`config.mk`:
```
export PLATFORM = sky130hd
export DESIGN_NAME = audio_top
export DESIGN_NICKNAME = d
export VERILOG_FILES = /design/src/audio_pkg.sv /design/src/ctrl_pkg.sv /design/src/i2s_clk_gen.sv /design/src/i2s_rx.sv /design/src/frame_fifo.sv /design/src/switch_debouncer.sv /design/src/i2s_tx.sv /design/src/audio_top.sv
export VERILOG_INCLUDE_DIRS = /design/src
export SDC_FILE = /design/constraint.sdc
export NUM_CORES = 1
export LEC_CHECK = 0
export ABC_CLOCK_PERIOD_IN_PS = 11300
export BUFFER_PORTS_ARGS = -buffer_cell sky130_fd_sc_hd__buf_2
export CAP_MARGIN = 20
export CORE_UTILIZATION = 50
export DETAILED_ROUTE_END_ITERATION = 10
export PLACE_DENSITY = 0.67
export SLEW_MARGIN = 20
export SYNTH_ARGS = -nofsm -noshare
export SYNTH_HDL_FRONTEND = slang
export SYNTH_SLANG_ARGS = --single-unit
export TNS_END_PERCENT = 10
```
`constraint.sdc`:
```
create_clock -name sys_clk -period 11.3 [get_ports sys_clk]
set_clock_uncertainty 0.2 [all_clocks]
set_input_delay 1.13 -clock sys_clk [delete_from_list [all_inputs] [get_ports sys_clk]]
set_output_delay 1.13 -clock sys_clk [all_outputs]
set_load 0.005 [all_outputs]
```
`src/audio_macros.svh`:
```
// audio path constants
`ifndef AUDIO_MACROS_SVH
`define AUDIO_MACROS_SVH

// width of one signed sample
`define AUDIO_SAMPLE_W 24

// bit-clock periods per channel slot
`define AUDIO_SLOT_W 32

// sys_clk cycles per bit-clock half period
// 2 slots * 32 bits * 2 halves * 2 cycles = 256 cycles per frame
`define AUDIO_BCLK_HALF 2

// stereo frames held by the buffer
`define AUDIO_FIFO_DEPTH 4

// stable cycles before a switch change counts
`define AUDIO_DEBOUNCE_CYCLES 64

`endif

```
`src/audio_pkg.sv`:
```
// audio sample path types
`default_nettype none

`include "audio_macros.svh"

package audio_pkg;

  // ************************************************************
  // sample and slot position
  // ************************************************************

  // one two's complement sample
  typedef logic signed [`AUDIO_SAMPLE_W-1:0] sample_t;

  // bit position inside a 32-bit slot
  typedef logic [4:0] slot_cnt_t;

endpackage

`default_nettype wire

```
`src/ctrl_pkg.sv`:
```
// control side types
`default_nettype none

package ctrl_pkg;

  localparam int MODE_W = 2;

  // ************************************************************
  // channel mode
  // ************************************************************

  // encoding matches the board switch bits one to one
  typedef enum logic [MODE_W-1:0] {
    MODE_PASS = 2'b00,
    MODE_SWAP = 2'b01,
    MODE_MONO = 2'b10,
    MODE_MUTE = 2'b11
  } chan_mode_e;

  // switch pair to mode
  function automatic chan_mode_e decode_switches(input logic [MODE_W-1:0] sw);
    return chan_mode_e'(sw);
  endfunction

endpackage

`default_nettype wire

```
`src/i2s_clk_gen.sv`:
```
// i2s bit and word clock generator
`timescale 1ns/100ps
`default_nettype none

`include "audio_macros.svh"

module i2s_clk_gen
  import audio_pkg::*;
(
  input  logic      sys_clk,
  input  logic      rst_n_i,
  output logic      bclk_o,
  output logic      lrclk_o,
  output logic      bit_sample_stb_o,
  output logic      bit_shift_stb_o,
  output slot_cnt_t slot_pos_o
);

localparam int HALF  = `AUDIO_BCLK_HALF;
localparam int DIV_W = $clog2(HALF + 1);

logic [DIV_W-1:0] div_cnt;
logic             div_wrap;

// last cycle of a bit-clock half period
assign div_wrap = (div_cnt == DIV_W'(HALF - 1));

always_ff @( posedge sys_clk or negedge rst_n_i )
  if( !rst_n_i )
    begin
      div_cnt          <= '0;
      bclk_o           <= 1'b0;
      lrclk_o          <= 1'b0;
      bit_sample_stb_o <= 1'b0;
      bit_shift_stb_o  <= 1'b0;
      slot_pos_o       <= '0;
    end
  else
    begin
      div_cnt          <= div_wrap ? '0 : div_cnt + 1'b1;
      // strobes line up with the new bclk level
      bit_sample_stb_o <= div_wrap && !bclk_o;
      bit_shift_stb_o  <= div_wrap && bclk_o;
      if( div_wrap )
        bclk_o <= !bclk_o;
      // falling edge, next bit position
      if( div_wrap && bclk_o )
        begin
          if( slot_pos_o == slot_cnt_t'(`AUDIO_SLOT_W - 1) )
            begin
              slot_pos_o <= '0;
              lrclk_o    <= !lrclk_o;
            end
          else
            slot_pos_o <= slot_pos_o + 1'b1;
        end
    end

// sample and shift strobes never together
a_strobe_exclusive: assert property (
  @( posedge sys_clk ) disable iff ( !rst_n_i )
  !(bit_sample_stb_o && bit_shift_stb_o)
);

endmodule

`default_nettype wire

```
`src/i2s_rx.sv`:
```
// i2s receiver toward the adc
`timescale 1ns/100ps
`default_nettype none

`include "audio_macros.svh"

module i2s_rx
  import audio_pkg::*;
(
  input  logic      sys_clk,
  input  logic      rst_n_i,
  input  logic      adc_data_i,
  input  logic      lrclk_i,
  input  logic      bit_sample_stb_i,
  input  slot_cnt_t slot_pos_i,
  output logic      frame_valid_o,
  input  logic      frame_ready_i,
  output sample_t   left_o,
  output sample_t   right_o,
  output logic      overrun_o
);

localparam int W = `AUDIO_SAMPLE_W;

// msb-first shift of the first W-1 bits
logic [W-2:0] shreg;
logic         data_pos;
logic         last_bit;

// positions 1 to W carry sample bits
assign data_pos = (slot_pos_i != '0) && (slot_pos_i <= slot_cnt_t'(W));
assign last_bit = bit_sample_stb_i && (slot_pos_i == slot_cnt_t'(W));

// ************************************************************
// deserializer
// ************************************************************

always_ff @( posedge sys_clk )
  begin
    if( bit_sample_stb_i && data_pos )
      shreg <= {shreg[W-3:0], adc_data_i};
    // lsb arrives straight from the pin
    if( last_bit )
      begin
        if( lrclk_i )
          right_o <= {shreg, adc_data_i};
        else
          left_o  <= {shreg, adc_data_i};
      end
  end

// ************************************************************
// frame handoff
// ************************************************************

always_ff @( posedge sys_clk or negedge rst_n_i )
  if( !rst_n_i )
    begin
      frame_valid_o <= 1'b0;
      overrun_o     <= 1'b0;
    end
  else
    begin
      // one-cycle offer once the right sample is in
      frame_valid_o <= last_bit && lrclk_i;
      // no retry, a refused frame is lost
      if( frame_valid_o && !frame_ready_i )
        overrun_o <= 1'b1;
    end

endmodule

`default_nettype wire

```
`src/frame_fifo.sv`:
```
// stereo frame fifo
`timescale 1ns/100ps
`default_nettype none

`include "audio_macros.svh"

module frame_fifo
  import audio_pkg::*;
(
  input  logic    sys_clk,
  input  logic    rst_n_i,
  input  logic    in_valid_i,
  output logic    in_ready_o,
  input  sample_t in_left_i,
  input  sample_t in_right_i,
  output logic    out_valid_o,
  input  logic    out_ready_i,
  output sample_t out_left_o,
  output sample_t out_right_o
);

localparam int DEPTH = `AUDIO_FIFO_DEPTH;
localparam int PTR_W = $clog2(DEPTH);
localparam int CNT_W = $clog2(DEPTH + 1);

sample_t          left_mem  [DEPTH];
sample_t          right_mem [DEPTH];
logic [PTR_W-1:0] wr_ptr;
logic [PTR_W-1:0] rd_ptr;
logic [CNT_W-1:0] count;
logic             push;
logic             pop;

assign in_ready_o  = (count != CNT_W'(DEPTH));
assign out_valid_o = (count != '0);
assign push        = in_valid_i && in_ready_o;
assign pop         = out_valid_o && out_ready_i;

// show-ahead read
assign out_left_o  = left_mem[rd_ptr];
assign out_right_o = right_mem[rd_ptr];

// storage
always_ff @( posedge sys_clk )
  if( push )
    begin
      left_mem[wr_ptr]  <= in_left_i;
      right_mem[wr_ptr] <= in_right_i;
    end

// pointers and occupancy
always_ff @( posedge sys_clk or negedge rst_n_i )
  if( !rst_n_i )
    begin
      wr_ptr <= '0;
      rd_ptr <= '0;
      count  <= '0;
    end
  else
    begin
      if( push )
        wr_ptr <= (wr_ptr == PTR_W'(DEPTH - 1)) ? '0 : wr_ptr + 1'b1;
      if( pop )
        rd_ptr <= (rd_ptr == PTR_W'(DEPTH - 1)) ? '0 : rd_ptr + 1'b1;
      // simultaneous push and pop keeps the count
      case( {push, pop} )
        2'b10:   count <= count + 1'b1;
        2'b01:   count <= count - 1'b1;
        default: count <= count;
      endcase
    end

// accepted write never hits a full fifo
a_no_write_full: assert property (
  @( posedge sys_clk ) disable iff ( !rst_n_i )
  push |-> (count < CNT_W'(DEPTH))
);

// accepted read never hits an empty fifo
a_no_read_empty: assert property (
  @( posedge sys_clk ) disable iff ( !rst_n_i )
  pop |-> (count != '0)
);

endmodule

`default_nettype wire

```
`src/switch_debouncer.sv`:
```
// channel mode switch debouncer
`timescale 1ns/100ps
`default_nettype none

`include "audio_macros.svh"

module switch_debouncer
  import ctrl_pkg::*;
(
  input  logic       sys_clk,
  input  logic       rst_n_i,
  input  logic [1:0] sw_i,
  output chan_mode_e mode_o
);

localparam int DEB   = `AUDIO_DEBOUNCE_CYCLES;
localparam int CNT_W = $clog2(DEB + 1);

logic [1:0]       sw_meta;
logic [1:0]       sw_sync;
logic [1:0]       sw_last;
logic [CNT_W-1:0] stable_cnt;

always_ff @( posedge sys_clk or negedge rst_n_i )
  if( !rst_n_i )
    begin
      sw_meta    <= '0;
      sw_sync    <= '0;
      sw_last    <= '0;
      stable_cnt <= '0;
      mode_o     <= MODE_PASS;
    end
  else
    begin
      // two-stage synchronizer
      sw_meta <= sw_i;
      sw_sync <= sw_meta;
      sw_last <= sw_sync;
      // any change restarts the stability window
      if( sw_sync != sw_last )
        stable_cnt <= '0;
      else if( stable_cnt != CNT_W'(DEB) )
        stable_cnt <= stable_cnt + 1'b1;
      // load once the window has run out
      if( (sw_sync == sw_last) && (stable_cnt == CNT_W'(DEB - 1)) )
        mode_o <= decode_switches(sw_sync);
    end

endmodule

`default_nettype wire

```
`src/i2s_tx.sv`:
```
// i2s transmitter toward the dac
`timescale 1ns/100ps
`default_nettype none

`include "audio_macros.svh"

module i2s_tx
  import audio_pkg::*;
  import ctrl_pkg::*;
(
  input  logic       sys_clk,
  input  logic       rst_n_i,
  input  logic       lrclk_i,
  input  logic       bit_shift_stb_i,
  input  slot_cnt_t  slot_pos_i,
  input  chan_mode_e mode_i,
  input  logic       frame_valid_i,
  output logic       frame_ready_o,
  input  sample_t    left_i,
  input  sample_t    right_i,
  output logic       dac_data_o,
  output logic       underrun_o
);

localparam int W = `AUDIO_SAMPLE_W;

logic              left_start;
logic              data_pos;
logic              primed;
slot_cnt_t         bit_idx;
logic signed [W:0] mono_sum;
sample_t           proc_left;
sample_t           proc_right;
sample_t           hold_left;
sample_t           hold_right;
sample_t           cur_sample;

// falling edge that opens the left slot
assign left_start    = bit_shift_stb_i && !lrclk_i && (slot_pos_i == '0);
assign frame_ready_o = left_start && frame_valid_i;
assign data_pos      = (slot_pos_i != '0) && (slot_pos_i <= slot_cnt_t'(W));
// position 1 carries the msb
assign bit_idx       = slot_cnt_t'(W) - slot_pos_i;
assign cur_sample    = lrclk_i ? hold_right : hold_left;

// ************************************************************
// channel mode
// ************************************************************

// sign-extended sum, the shift drops the lsb
assign mono_sum = {left_i[W-1], left_i} + {right_i[W-1], right_i};

always_comb
  case( mode_i )
    MODE_SWAP:
      begin
        proc_left  = right_i;
        proc_right = left_i;
      end
    MODE_MONO:
      begin
        proc_left  = mono_sum[W:1];
        proc_right = mono_sum[W:1];
      end
    MODE_MUTE:
      begin
        proc_left  = '0;
        proc_right = '0;
      end
    default:
      begin
        proc_left  = left_i;
        proc_right = right_i;
      end
  endcase

// ************************************************************
// frame hold and serializer
// ************************************************************

always_ff @( posedge sys_clk or negedge rst_n_i )
  if( !rst_n_i )
    begin
      hold_left  <= '0;
      hold_right <= '0;
      primed     <= 1'b0;
      underrun_o <= 1'b0;
      dac_data_o <= 1'b0;
    end
  else
    begin
      if( left_start )
        begin
          if( frame_valid_i )
            begin
              hold_left  <= proc_left;
              hold_right <= proc_right;
              primed     <= 1'b1;
            end
          else
            begin
              // empty fifo, send silence
              hold_left  <= '0;
              hold_right <= '0;
              if( primed )
                underrun_o <= 1'b1;
            end
        end
      // pad bits 0 and 25..31 stay zero
      if( bit_shift_stb_i )
        dac_data_o <= data_pos ? cur_sample[bit_idx] : 1'b0;
    end

// a take only at a left start with data
a_take_at_left_start: assert property (
  @( posedge sys_clk ) disable iff ( !rst_n_i )
  frame_ready_o |-> (left_start && frame_valid_i)
);

endmodule

`default_nettype wire

```
`src/audio_top.sv`:
```
// audio sample path top level
`timescale 1ns/100ps
`default_nettype none

module audio_top
  import audio_pkg::*;
  import ctrl_pkg::*;
(
  input  logic       sys_clk,
  input  logic       rst_n_i,
  input  logic [1:0] sw_i,
  input  logic       i2s_dout_i,
  output logic       i2s_bclk_o,
  output logic       i2s_lrclk_o,
  output logic       i2s_din_o,
  output logic       overrun_o,
  output logic       underrun_o
);

// clock generator fan-out
logic       bit_sample_stb;
logic       bit_shift_stb;
slot_cnt_t  slot_pos;

// receiver to fifo
logic       in_valid;
logic       in_ready;
sample_t    in_left;
sample_t    in_right;

// fifo to transmitter
logic       out_valid;
logic       out_ready;
sample_t    out_left;
sample_t    out_right;

chan_mode_e chan_mode;

// ************************************************************
// clocks
// ************************************************************

i2s_clk_gen i2s_clk_gen_inst (
  .sys_clk          ( sys_clk        ),
  .rst_n_i          ( rst_n_i        ),
  .bclk_o           ( i2s_bclk_o     ),
  .lrclk_o          ( i2s_lrclk_o    ),
  .bit_sample_stb_o ( bit_sample_stb ),
  .bit_shift_stb_o  ( bit_shift_stb  ),
  .slot_pos_o       ( slot_pos       )
);

// ************************************************************
// sample path
// ************************************************************

i2s_rx i2s_rx_inst (
  .sys_clk          ( sys_clk        ),
  .rst_n_i          ( rst_n_i        ),
  .adc_data_i       ( i2s_dout_i     ),
  .lrclk_i          ( i2s_lrclk_o    ),
  .bit_sample_stb_i ( bit_sample_stb ),
  .slot_pos_i       ( slot_pos       ),
  .frame_valid_o    ( in_valid       ),
  .frame_ready_i    ( in_ready       ),
  .left_o           ( in_left        ),
  .right_o          ( in_right       ),
  .overrun_o        ( overrun_o      )
);

frame_fifo frame_fifo_inst (
  .sys_clk          ( sys_clk        ),
  .rst_n_i          ( rst_n_i        ),
  .in_valid_i       ( in_valid       ),
  .in_ready_o       ( in_ready       ),
  .in_left_i        ( in_left        ),
  .in_right_i       ( in_right       ),
  .out_valid_o      ( out_valid      ),
  .out_ready_i      ( out_ready      ),
  .out_left_o       ( out_left       ),
  .out_right_o      ( out_right      )
);

// mode select from the board switches
switch_debouncer switch_debouncer_inst (
  .sys_clk          ( sys_clk        ),
  .rst_n_i          ( rst_n_i        ),
  .sw_i             ( sw_i           ),
  .mode_o           ( chan_mode      )
);

i2s_tx i2s_tx_inst (
  .sys_clk          ( sys_clk        ),
  .rst_n_i          ( rst_n_i        ),
  .lrclk_i          ( i2s_lrclk_o    ),
  .bit_shift_stb_i  ( bit_shift_stb  ),
  .slot_pos_i       ( slot_pos       ),
  .mode_i           ( chan_mode      ),
  .frame_valid_i    ( out_valid      ),
  .frame_ready_o    ( out_ready      ),
  .left_i           ( out_left       ),
  .right_i          ( out_right      ),
  .dac_data_o       ( i2s_din_o      ),
  .underrun_o       ( underrun_o     )
);

endmodule

`default_nettype wire

```
==> results.md <==
- Outcome: finished clean
- TNS Setup: 0 ps
- Worst Path Max Fanout: 49
- Pre-Repair DR Iteration Count: 5
- Fraction of registers with async set/reset: 24.6%
- Rel. slew slack: 34.8%
- Die span in x: 177 um
- CP endpoint kind: register
- Leading cell types in the layout, fill and taps excluded: edfxtp_1 (263), nand2_1 (96), dfrtp_1 (84), mux4_2 (63), a21oi_1 (54)
- Met3 Resource Use GR: 3.62%
- GRT Overall Usage: 21.5%
- Rows: 63
- Syn avg cell area: 14.9 sq um
- Syn_nets: 1062
- Synthesized cell area: 15200 sq um
- CP required: 11490 ps
- CTS Sinks: 349
- Final WL: 32.2 mm
- H-tree depth: 2
- Initial core utilization: 51.2%
- Hold path endpoint: switch_debouncer_inst.sw_sync[1]
- CP Launch Type: register
- Yosys reg bits: 349
- Min-delay src: switch_debouncer_inst.sw_meta[1]
- Fin nets: 1072
- Final hold vios: 0
- Iteration-0 DRC Markers: 604
- CTS tree: built
- Ant diodes: 0
- Post-CTS Setup Bufs: 0
- Final ANT Viol Nets: 0
- Top cells by area, synth: edfxtp_1 (52%), dfrtp_1 (14%), mux4_2 (9.3%)
- Number of global-route vias before repair: 8831
- Worst slew pin tran: 978 ps
- GRT met2 Usage: 33.5%
- # IOs: 10
- I/O Buffers: 9
- Remaining global-route overflow: 0
- Post-CTS sizing: 0
- Hold Path Depth: 0
- Fin worst setup slack: 6660 ps
- Worst EP arrival: 4840 ps
- Final Setup Violations: 0
- Fmax: 215 MHz
- DRC violations left: 0
- RSZ-0062 raised after global routing: no
- Pwr dens: 157 nW/um^2
- Hold Crit Class: register to register
- Synth unique cells: 75
- Reg2Reg Capture Point: i2s_tx_inst.hold_right[15]
- Synth area leader: edfxtp_1
- Worst VDD drop: 0.0000799 V
- R2R setup slack: 6660 ps
- Synth Warn #: 0
- Most common cell after layout, fill and taps aside: edfxtp_1
- Pre-CTS WS: 6650 ps
- Top cell type's share of synthesized area: 51.8%
- Fin crit period: 4640 ps
- Max clock buf depth: 3
- Core area: 29800 sq um
- Final HPWL DP: 19.5 mm
- Root Driver: clkbuf_16
- Slew Limit Fails: 0
- RR Startpoint: frame_fifo_inst.rd_ptr[0]
- CTS Buf Count: 38
- Share of post-route cells with drive strength above 1: 16.9%
- GR Util met1: 30.5%
- DR vias: 8732
- P_leak: 0.00607 uW
- Layout area overhead: 11.5%
- Synth Flop Type: edfxtp_1
- DIE HEIGHT: 177 um
- Vias per inst: 6.02
- Initial antenna violation count: 0
- Reg clk slew, reported paths: 60 ps
- GRT Max-Usage Layer: met2
- Period utilization: 41.1%
- Seq/Total Area, Yosys: 65.9%
- Die area: 31200 sq um
- R2R depth: 10
- WS Path Type: register to register
- Max Cap Viol: 0
- Final GP Congestion: 0.883
- Largest net degree at the start of global routing: 80
- CTS Hold Bufs: 0
- Post-synth EDFFs: 263
- Cells after Synth: 1021
- Global-route wire length before repair: 50.5 mm
- DR WL/cell: 22.2 um
- Clk_lat worst skew: 520 ps
## registers in the layout, indices dropped and copies added, names as in the netlist, 3 cells and up
name,cells
frame_fifo_inst.count,3
frame_fifo_inst.left_mem,96
frame_fifo_inst.right_mem,96
i2s_clk_gen_inst.slot_pos_o,5
i2s_rx_inst.left_o,24
i2s_rx_inst.right_o,24
i2s_rx_inst.shreg,23
i2s_tx_inst.hold_left,24
i2s_tx_inst.hold_right,24
switch_debouncer_inst.stable_cnt,7
## through the flow
stage,util [%],hold WS [ps],instances,total power (uW),instance area (sq um)
5_1_grt,57.0,157,1450,2740,17000
6_report,57.0,150,1450,2670,17000
4_1_cts,57.0,151,1450,2690,17000
3_5_place_dp,52.6,137,1381,1410,15700
2_1_floorplan,-,131,1021,1400,15200
3_3_place_gp,52.6,144,1381,1410,15700
## cell usage after synthesis, drive strengths merged, types with 4 or more instances
cell type and count:
nor2 44, buf 15, a211oi 5, xor2 13, o221ai 7, nand3 13
ha 34, o211ai 8, xnor2 16, nand4 13, o31ai 6, o22ai 13
o21bai 6, dfrtp 86, a221o 8, a21o 12, or2 7, mux2i 12
mux2 5, clkbuf 40, and3 7, o21a 10, nand2 97, nor3 9
a21boi 4, inv 24, a21oi 56, o21ai 56, a22o 10, and2 5
mux4 63, or3 5, edfxtp 263, nand2b 7
## power breakdown
part,internal (uW),switching (uW),total (uW)
clock network,793,496,1290
logic,2.56,8.56,11.1
registers,1370,1.45,1370
## worst max path at each step
stage          depth (start not counted)  slack, ps                         end                       from
6_report                              10       6660  i2s_tx_inst.hold_right[15]  frame_fifo_inst.rd_ptr[0]
5_1_grt                               10       6330   i2s_tx_inst.hold_left[15]  frame_fifo_inst.rd_ptr[0]
4_1_cts                               10       6640   i2s_tx_inst.hold_left[15]  frame_fifo_inst.rd_ptr[0]
3_5_place_dp                          10       6650   i2s_tx_inst.hold_left[15]  frame_fifo_inst.rd_ptr[0]
3_3_place_gp                          10       6740  i2s_tx_inst.hold_right[15]  frame_fifo_inst.rd_ptr[0]
2_1_floorplan                         12       7410   i2s_tx_inst.hold_left[17]  frame_fifo_inst.rd_ptr[0]
## area by class of cell
class                           count  area, sq um
Fill cell                        2273        12800
Sequential cell                   349        10100
Multi-Input combinational cell    592         4870
Clock buffer                       52         1090
Tap cell                          390          488
Clock inverter                     17          234
Timing Repair Buffer               25          171
Inverter                           25         95.1
## metal layers
layer | up-vias | wire length [um]
met5 | - | 0
met4 | 0 | 972
met3 | 63 | 1620
met2 | 259 | 15100
met1 | 4425 | 14500
li1 | 3985 | -
## worst max-delay path: stages (launching register included)
cell and delay [ps]:
dfrtp_4 430, buf_4 760, mux4_2 650, ha_1 400, nor2b_1 180, o2111ai_1 340
a211oi_1 180, o31ai_1 710, nand2_1 140, xor2_1 180, a221o_1 330
## cell families after synthesis
logic type               count (synthesis)  share of synthesized area, %
adder cells (fa/ha/maj)                 36                          3.05
AO/OA/AOI/OAI                          225                          9.67
XOR/XNOR                                29                          1.67
AND/OR/NAND/NOR                        222                          6.93
buffers and inverters                   80                          2.27
flip-flops                             349                          65.9
multiplexers                            80                          10.5
(Power assumes the default switching activity.)
